## src/fetch_params.svh

```systemverilog
`ifndef FETCH_PARAMS_SVH
`define FETCH_PARAMS_SVH

// pc and bus address width, RV64
`define FETCH_XLEN 64

// instruction word width
`define FETCH_ILEN 32

// first fetch address out of reset
`define FETCH_RESET_PC 64'h0

// addi x0,x0,0, shown to decode when nothing is delivered
`define FETCH_NOP 32'h00000013

// default rom depth in 64-bit words
`define FETCH_MEM_WORDS 256

// default cycles from ar handshake to r_valid
`define FETCH_RD_LAT 3

`endif
```

## src/fetch_pkg.sv

```systemverilog
`include "fetch_params.svh"

package fetch_pkg;

  // fetch address and ar_addr
  typedef logic [`FETCH_XLEN-1:0] pc_t;

  // one instruction word as handed to decode
  typedef logic [`FETCH_ILEN-1:0] inst_t;

  // read response code on the r channel
  // exokay and decerr are never produced here
  typedef enum logic [1:0] {
    RESP_OKAY   = 2'd0,
    RESP_SLVERR = 2'd2
  } rd_resp_t;

endpackage

```

## src/if_stage.sv

```systemverilog
`include "fetch_params.svh"

module if_stage
  import fetch_pkg::*;
(
  input  logic        clk,
  input  logic        rst_n,
  // decode control
  input  logic        redirect_i,
  input  pc_t         redirect_pc_i,
  input  logic        stall_i,
  // ar channel
  output logic        ar_valid_o,
  input  logic        ar_ready_i,
  output pc_t         ar_addr_o,
  // r channel
  input  logic        r_valid_i,
  output logic        r_ready_o,
  input  logic [63:0] r_data_i,
  input  rd_resp_t    r_resp_i,
  // to decode
  output inst_t       inst_o,
  output pc_t         inst_pc_o,
  output logic        inst_valid_o,
  output logic        fetch_err_o
);

  pc_t   pc;
  logic  fetch_en;
  logic  rd_done;
  logic  rd_drop;
  logic  rd_err;
  inst_t rd_word;
  logic  rd_keep;
  inst_t inst_q;
  pc_t   inst_pc_q;
  logic  inst_valid_q;
  logic  fetch_err_q;

  // no new read while decode is busy or the path changes
  assign fetch_en = ~stall_i & ~redirect_i;
  // result that belongs to the current path
  assign rd_keep  = rd_done & ~rd_drop;

  pc_gen u_pc_gen (
    .clk           (clk),
    .rst_n         (rst_n),
    .advance_i     (rd_keep),
    .redirect_i    (redirect_i),
    .redirect_pc_i (redirect_pc_i),
    .pc_o          (pc)
  );

  axi_read_master u_axi_read_master (
    .clk        (clk),
    .rst_n      (rst_n),
    .fetch_en_i (fetch_en),
    .addr_i     (pc),
    .redirect_i (redirect_i),
    .stall_i    (stall_i),
    .ar_valid_o (ar_valid_o),
    .ar_ready_i (ar_ready_i),
    .ar_addr_o  (ar_addr_o),
    .r_valid_i  (r_valid_i),
    .r_ready_o  (r_ready_o),
    .r_data_i   (r_data_i),
    .r_resp_i   (r_resp_i),
    .done_o     (rd_done),
    .drop_o     (rd_drop),
    .err_o      (rd_err),
    .word_o     (rd_word)
  );

  // decode outputs, one cycle after the r beat
  // nop fill on every cycle without a good instruction
  always_ff @(posedge clk or negedge rst_n) begin
    if (!rst_n) begin
      inst_q       <= `FETCH_NOP;
      inst_pc_q    <= `FETCH_RESET_PC;
      inst_valid_q <= 1'b0;
      fetch_err_q  <= 1'b0;
    end else begin
      inst_valid_q <= rd_keep & ~rd_err;
      fetch_err_q  <= rd_keep & rd_err;
      inst_q       <= (rd_keep & ~rd_err) ? rd_word : `FETCH_NOP;
      // ar_addr still holds the address of the beat just taken
      if (rd_keep) begin
        inst_pc_q <= ar_addr_o;
      end
    end
  end

  assign inst_o       = inst_q;
  assign inst_pc_o    = inst_pc_q;
  assign inst_valid_o = inst_valid_q;
  assign fetch_err_o  = fetch_err_q;

endmodule

```

## src/axi_read_master.sv

```systemverilog
module axi_read_master
  import fetch_pkg::*;
(
  input  logic        clk,
  input  logic        rst_n,
  // request side
  input  logic        fetch_en_i,
  input  pc_t         addr_i,
  input  logic        redirect_i,
  input  logic        stall_i,
  // ar channel
  output logic        ar_valid_o,
  input  logic        ar_ready_i,
  output pc_t         ar_addr_o,
  // r channel
  input  logic        r_valid_i,
  output logic        r_ready_o,
  input  logic [63:0] r_data_i,
  input  rd_resp_t    r_resp_i,
  // result side, all valid with done_o
  output logic        done_o,
  output logic        drop_o,
  output logic        err_o,
  output inst_t       word_o
);

  typedef enum logic [1:0] {
    ST_IDLE,
    ST_ADDR,
    ST_DATA
  } state_t;

  state_t state_q;
  state_t state_d;
  logic   drop_q;
  logic   drop_d;
  pc_t    addr_q;
  logic   ar_fire;
  logic   r_fire;

  // handshakes
  assign ar_fire = ar_valid_o & ar_ready_i;
  assign r_fire  = r_valid_i & r_ready_o;

  // one read in flight at most
  always_comb begin
    state_d = state_q;
    drop_d  = drop_q;
    case (state_q)
      ST_IDLE: begin
        if (fetch_en_i) begin
          state_d = ST_ADDR;
        end
      end
      ST_ADDR: begin
        // ar stays up even if overtaken, the bus must see it through
        if (ar_fire) begin
          state_d = ST_DATA;
        end
        if (redirect_i) begin
          drop_d = 1'b1;
        end
      end
      ST_DATA: begin
        if (redirect_i) begin
          drop_d = 1'b1;
        end
        // drop mark ends with the beat it belongs to
        if (r_fire) begin
          state_d = ST_IDLE;
          drop_d  = 1'b0;
        end
      end
      default: begin
        state_d = ST_IDLE;
      end
    endcase
  end

  always_ff @(posedge clk or negedge rst_n) begin
    if (!rst_n) begin
      state_q <= ST_IDLE;
      drop_q  <= 1'b0;
    end else begin
      state_q <= state_d;
      drop_q  <= drop_d;
    end
  end

  // address taken at issue, held until the next issue
  always_ff @(posedge clk) begin
    if (state_q == ST_IDLE && fetch_en_i) begin
      addr_q <= addr_i;
    end
  end

  assign ar_valid_o = (state_q == ST_ADDR);
  assign ar_addr_o  = addr_q;
  // decode stall back-pressures the slave directly
  assign r_ready_o  = (state_q == ST_DATA) & ~stall_i;

  // result of the beat
  // a redirect in the same cycle as the beat also drops it
  assign done_o = r_fire;
  assign drop_o = r_fire & (drop_q | redirect_i);
  assign err_o  = r_fire & (r_resp_i == RESP_SLVERR);
  // bit 2 picks the half of the 8-byte word
  assign word_o = addr_q[2] ? r_data_i[63:32] : r_data_i[31:0];

endmodule

```

## src/pc_gen.sv

```systemverilog
`include "fetch_params.svh"

module pc_gen
  import fetch_pkg::*;
(
  input  logic clk,
  input  logic rst_n,
  // one pulse per accepted, non-dropped read result
  input  logic advance_i,
  // jump or branch from decode
  input  logic redirect_i,
  input  pc_t  redirect_pc_i,
  // address of the next read to issue
  output pc_t  pc_o
);

  // sequential step is one instruction word in bytes
  localparam pc_t PC_STEP = pc_t'(`FETCH_ILEN / 8);

  pc_t pc_q;
  pc_t pc_d;

  // next pc select
  // redirect wins over advance, a result seen with the
  // redirect pulse belongs to the old path anyway
  always_comb begin
    pc_d = pc_q;
    if (redirect_i) begin
      pc_d = redirect_pc_i;
    end else if (advance_i) begin
      pc_d = pc_q + PC_STEP;
    end
  end

  // pc register
  // holds while stalled, since no result is accepted then
  always_ff @(posedge clk or negedge rst_n) begin
    if (!rst_n) begin
      pc_q <= `FETCH_RESET_PC;
    end else begin
      pc_q <= pc_d;
    end
  end

  assign pc_o = pc_q;

endmodule

```

## config.mk

```make
export PLATFORM = sky130hd
export DESIGN_NAME = if_stage
export DESIGN_NICKNAME = d
export VERILOG_FILES = /design/src/fetch_pkg.sv /design/src/if_stage.sv /design/src/axi_read_master.sv /design/src/pc_gen.sv
export VERILOG_INCLUDE_DIRS = /design/src /design/src/src
export SDC_FILE = /design/constraint.sdc
export NUM_CORES = 1
export LEC_CHECK = 0
export ABC_AREA = 1
export BUFFER_PORTS_ARGS = -buffer_cell sky130_fd_sc_hd__buf_2
export CAP_MARGIN = 15
export CORE_MARGIN = 3
export CORE_UTILIZATION = 25
export DETAILED_ROUTE_END_ITERATION = 8
export PLACE_DENSITY_LB_ADDON = 0.3
export RECOVER_POWER = 25
export SLEW_MARGIN = 20
export SYNTH_ARGS = -nofsm -noshare
export SYNTH_HDL_FRONTEND = slang
export SYNTH_HIERARCHICAL = 1
export SYNTH_SLANG_ARGS = --single-unit
```

## constraint.sdc

```tcl
create_clock -name clk -period 2.9 [get_ports clk]
set_input_delay 0.145 -clock clk [delete_from_list [all_inputs] [get_ports clk]]
set_output_delay 0.145 -clock clk [all_outputs]
set_load 0.03 [all_outputs]
```

After elaboration in Yosys (flattened, before gate mapping). Index checks and enable logic that the tools add are counted.

Add/subtract/negate cells: 1. $mul: 0. Div/mod/pow operators: 0. Magnitude comparators: 0. Equality and inequality tests: 6. Shifts and indexed selects: 0. Muxes and demuxes: 11. Bitwise operators: 14. Reduce and logical (&&, ||, !) cells: 5.

Operators by type and width (number): $mux 64 (2); $add 64x3->64 const B (1); $mux 32 (2); $and 1x1->1 (9); $mux 2 (3); $pmux 2 s3 (1); $eq 2x2->1 const B (2); $ne 2x2->1 const B (2); $not 1->1 (4); $reduce_bool 2->1 (2); $reduce_and 3->1 (1); $eq 2x1->1 const B (1); $logic_not 2->1 (1); $mux 1 (2); $ne 2x1->1 const B (1); $pmux 1 s2 (1); $logic_and 1x1->1 (1); $or 1x1->1 (1).

Register bits: 229. Latch bits: 0. RAM bits: 0. ROM bits: 0. Bits of input ports: 136. Memories: 0.

Depth between registers and ports, before layout.
Depth after elaboration: 8. Depth in mapped cells: 15.

By module. Netlist, hierarchy kept.

Modules (own cells, without submodules): pc_gen (instances 1, cells each 694, area each 4663.2 um^2, seq. area each 1601.5 um^2); if_stage (instances 1, cells each 387, area each 3677.3 um^2, seq. area each 2456.1 um^2); axi_read_master (instances 1, cells each 139, area each 2728.9 um^2, seq. area each 1996.9 um^2).

Worst setup path before layout. Ideal clock, no wire load.

Kind: register to register. Start point: register u_axi_read_master.state_q[0]. End point: register u_pc_gen.pc_q[35], in the netlist u_pc_gen/pc_o[35]. Setup time: 0.067 ns. Arrival: 2.521 ns. Required time: 2.833 ns. Slack: 0.312 ns. Stages on the path, launching flop included: 16. Path buffers: 3. Clock period less this slack: 2.588 ns. Cells stage by stage: dfrtp_1 -> inv_1 -> ha_1 -> inv_1 -> nor2_1 -> nand2_1 -> inv_1 -> buf_4 -> inv_1 -> nor2_2 -> inv_1 -> nor2_1 -> buf_2 -> buf_1 -> nand3_1 -> nand2_1.

Word-level cells in the longest chain between the ends: 7.

RTL lines: start, declared (line axi_read_master.sv:33) `state_t state_q;`; start signal, assigned (line axi_read_master.sv:85) `state_q <= state_d;`; $eq 2x2->1 (*) (line axi_read_master.sv:100) `assign r_ready_o = (state_q == ST_DATA) & ~stall_i;`; $and 1x1->1 (*) (line axi_read_master.sv:100); named net r_ready_o (line if_stage.sv:18) `output logic r_ready_o,`; $and 1x1->1 (*) (line axi_read_master.sv:43) `assign r_fire = r_valid_i & r_ready_o;`; named net rd_done (line if_stage.sv:30) `logic rd_done;`; $and 1x1->1 (line axi_read_master.sv:105) `assign drop_o = r_fire & (drop_q | redirect_i);`; $not 1->1 (line if_stage.sv:43) `assign rd_keep = rd_done & ~rd_drop;`; $and 1x1->1 (*) (line if_stage.sv:43); named net rd_keep (line if_stage.sv:34) `logic rd_keep;`; $reduce_bool 2->1 (no line) (*); end signal, assigned (line pc_gen.sv:39) `` pc_q <= `FETCH_RESET_PC; ``; end signal, assigned (line pc_gen.sv:41) `pc_q <= pc_d;`; end, declared (line pc_gen.sv:20) `pc_t pc_q;`.

Mark *: on every way through the listed nets, which the timed path passes. The rest lies on a longest branch. A chain may end at the register's enable or synchronous reset.

Final worst setup path.
Start point: register u_axi_read_master.state_q[0]. End point: register inst_q[0], in the netlist inst_o[0].

Elaborated cells on any way between the ends: 10. Those cells by class: eq/ne (1); mux (1); bitwise (8).

RTL lines: $eq 2x2->1 (line axi_read_master.sv:100); $and 1x1->1 (line axi_read_master.sv:100); $and 1x1->1 (line axi_read_master.sv:43); named net rd_done (line if_stage.sv:30); $and 1x1->1 (line axi_read_master.sv:106) `assign err_o = r_fire & (r_resp_i == RESP_SLVERR);`; named net rd_err (line if_stage.sv:32) `logic rd_err;`; $not 1->1 (line if_stage.sv:85) `` inst_q <= (rd_keep & ~rd_err) ? rd_word : `FETCH_NOP; ``; $and 1x1->1 (line if_stage.sv:85); $mux 32 (no line); end signal, assigned (line if_stage.sv:78) `` inst_q <= `FETCH_NOP; ``; end signal, assigned (line if_stage.sv:85); end, declared (line if_stage.sv:35) `inst_t inst_q;`.

The timed path passes the listed nets, and every way through them passes these cells.

==> qor.csv <==
stage,metric,value,unit
status,run_status,"finished, violations left",
status,violations,"capacitance limit, slew limit",
clock_network,clk_latency,0.56,ns
setup_path,crit_path_end_kind,flip-flop,
timing,clock_skew,0.0201,ns
grt,grt_overflow,0,
pwr,vdd_drop_max,0.396,mV
grt,grt_pass1_vias,10300,
floorplanning,dieArea,46800,µm²
place,dp_slack,0.520,ns
timing,fin_crit_sh,86.8,%
clock_network,cts_buffers,28,
layout,nNetsFinal,1790,
floorplanning,die_y,216,µm
synthesis,syn_inst,1220,
synthesis,syn_area_per_cell,9.07,µm²
route,wl_per_cell,18.4,µm
setup_path,worstPathArrival,3.00,ns
timing,finalHoldViolations,0,
clock_network,cts_buffer_depth,3,
timing,rsz0062_at_grt,false,
timing,tns,0,ns
setup_path,critical_path_peak_fanout,5,
synthesis,yosys_warnings,6,
grt,grt_pass1_wl,62600,µm
route,first_pass_iters,6,
route,wl_met2,19600,µm
setup_path,required,3.38,ns
layout,areaGrowthSynthToFinish,39.6,%
grt,grt_max_degree,68,
timing,maxSlewHeadroom,-6.98,%
clock_network,cts_tree,built,
layout,final_layout_size_suffix_gt1_share,25.4,%
route,route.detailed.drc,0,
timing,max_freq,397,MHz
setup_path,start_kind,flip-flop,
route,wl_met3,2340,µm
hold_path,hp-class,input port to flip-flop,
layout,final_common_cell,nand2_1,
floorplanning,ioPinCount,300,
synthesis,ys_seq_area_share,54.7,%
run,cap_violations,2,
pwr,power_density,745,nW/µm²
route,ant_nets,0,
clock_network,path_clk_slew,0.06,ns
clock_network,cts-root-buf,clkbuf_16,
timing,drv_slew,127,
timing,period_needed,2.52,ns
synthesis,ys_ff_latch,229,
route,met1_length,18200,µm
floorplanning,std_cell_rows,76,
synthesis,syn_area,11100,µm²
grt,grt_usage,17.2,%
clock_network,post_cts.repair.setup_buffers,0,
place,port-buffer-count,299,
route,maxUsedRoutingLayer,met5,
floorplanning,dieWidth,216,µm
layout,layout_common_cells,"nand2_1 (358), buf_2 (297), dfrtp_1 (162), nor2_1 (139), dlygate4sd3_1 (132)",
clock_network,clock-sinks,229,
route,wl,41400,µm
route,first_iter_violations,883,
route,viasPerCell,4.50,
clock_network,htree_levels,1,
timing,setup_viol_count_final,0,
route,num_vias,10200,
floorplanning,core-area,43400,µm²
grt,antenna_found_initial,4,
place,place_hpwl,30100,µm
timing,tightest_slew,1.60,ns
setup_path,crit_type,flip-flop to flip-flop,
timing,worst_slack,0.384,ns
pwr,p_leak,7.48,nW
floorplanning,initial_core_util,25.5,%
synthesis,yosysUniqueCellTypes,35,
place,place.gp.congestion,0.884,
synthesis,synth_fp_nets,1362,
==> cells in the mapped netlist, drive strengths merged <==
| cell | count | area, µm² |
|---|---|---|
| nand4 | 9 | 56.3 |
| o21bai | 14 | 105 |
| a22oi | 52 | 390 |
| o211ai | 5 | 37.5 |
| nand3 | 130 | 661 |
| mux2 | 34 | 495 |
| inv | 111 | 417 |
| nor2 | 154 | 646 |
| a21oi | 3 | 15.0 |
| o221ai | 3 | 26.3 |
| o21ai | 29 | 153 |
| xnor2 | 11 | 96.3 |
| nand2 | 367 | 1410 |
| dfrtp | 162 | 4050 |
| edfxtp | 64 | 1920 |
| clkbuf | 11 | 41.3 |
| ha | 6 | 75.1 |
| dfstp | 3 | 78.8 |
| or2 | 1 | 6.26 |
| nor3 | 1 | 10.0 |
| buf | 36 | 249 |
| xor2 | 14 | 123 |
==> logic make-up (layout without fill, tap and decap cells) <==
kind of cell	after synthesis	count (layout)	synth area share, %
AOI/OAI and AO/OA	106	106	6.57
xor gates and xnor gates	25	25	1.98
adders and majority gates	6	6	0.678
buffers and inverters	158	608	6.39
DFF	229	229	54.7
muxes	34	34	4.48
other	0	2	0
and+or+nand+nor	662	662	25.2
==> final cells by class <==
type,instances,area [µm²]
clock inverter,11,138
antenna,2,5.00
inverter,111,417
timing repair buffer,445,2950
tap,585,732
multi-input combinational,833,4320
fill,4473,27900
sequential,229,6050
clock buffer,41,832
==> state kept, by name, indices dropped and copies added, names as in the netlist <==
register	cells
u_pc_gen/pc_o	64
u_axi_read_master/state_q	2
u_axi_read_master/drop_q	1
inst_o	32
inst_pc_o	64
fetch_err_o	1
inst_valid_o	1
u_axi_read_master/ar_addr_o	64
==> report_power, final <==
part	switching, mW	internal (mW)
Sequential	0.537	4.05
Clock	1.39	2.25
Combinational	2.22	1.07
Total	4.15	7.37
==> layer usage <==
metal  track usage (%)  vias to the layer above
met4              5.36                        4
met5                 0                        -
li1                  -                     4845
met1              22.6                     4894
met3              3.15                       75
met2              28.9                      336
==> metrics by stage <==
stage	total power [mW]	cells	hold WS, ns	cell area, µm²	utilization (%)
floorplan	6.60	1220	-0.151	11100	-
global placement	7.71	2071	0.160	13200	30.4
detailed placement	7.76	2071	0.161	13200	30.4
CTS	11.7	2255	0.0240	15500	35.7
global route	12.1	2257	0.0694	15500	35.6
finish	11.5	2257	0.0506	15500	35.6
==> worst max-delay path: stages (launching register included) <==
cell and delay (ns):
dfrtp_1 0.41, inv_1 0.13, ha_1 0.18, inv_1 0.04, nor2_1 0.11, nand2_1 0.11, inv_2 0.09, nand2_1 0.05
nor2_1 0.07, dlygate4sd3_1 0.55, inv_1 0.09, nand3_1 0.09, dlygate4sd3_1 0.54
==> what timing repair did <==
item / in CTS / in global routing
gates resized for setup: 0 / 0
hold buffers: 132 / 0
hold endpoints to repair: 153 / 0
==> final timing paths <==
check / cells after the start / slack (ns) / start / end
setup / recovery: 12 / 0.38 / u_axi_read_master/state_q[0] / inst_o[0]
hold / removal: 7 / 0.05 / ar_ready_i / u_axi_read_master/state_q[0]
setup reg to reg: 12 / 0.38 / u_axi_read_master/state_q[0] / inst_o[0]
hold reg to reg: 0 / 0.45 / u_pc_gen/pc_o[0] / u_axi_read_master/ar_addr_o[0]
max in group asynchronous: 3 / 0.58 / rst_n / u_pc_gen/pc_o[15]
min in group asynchronous: 2 / 0.49 / rst_n / inst_pc_o[59]
(Power assumes the default switching activity.)
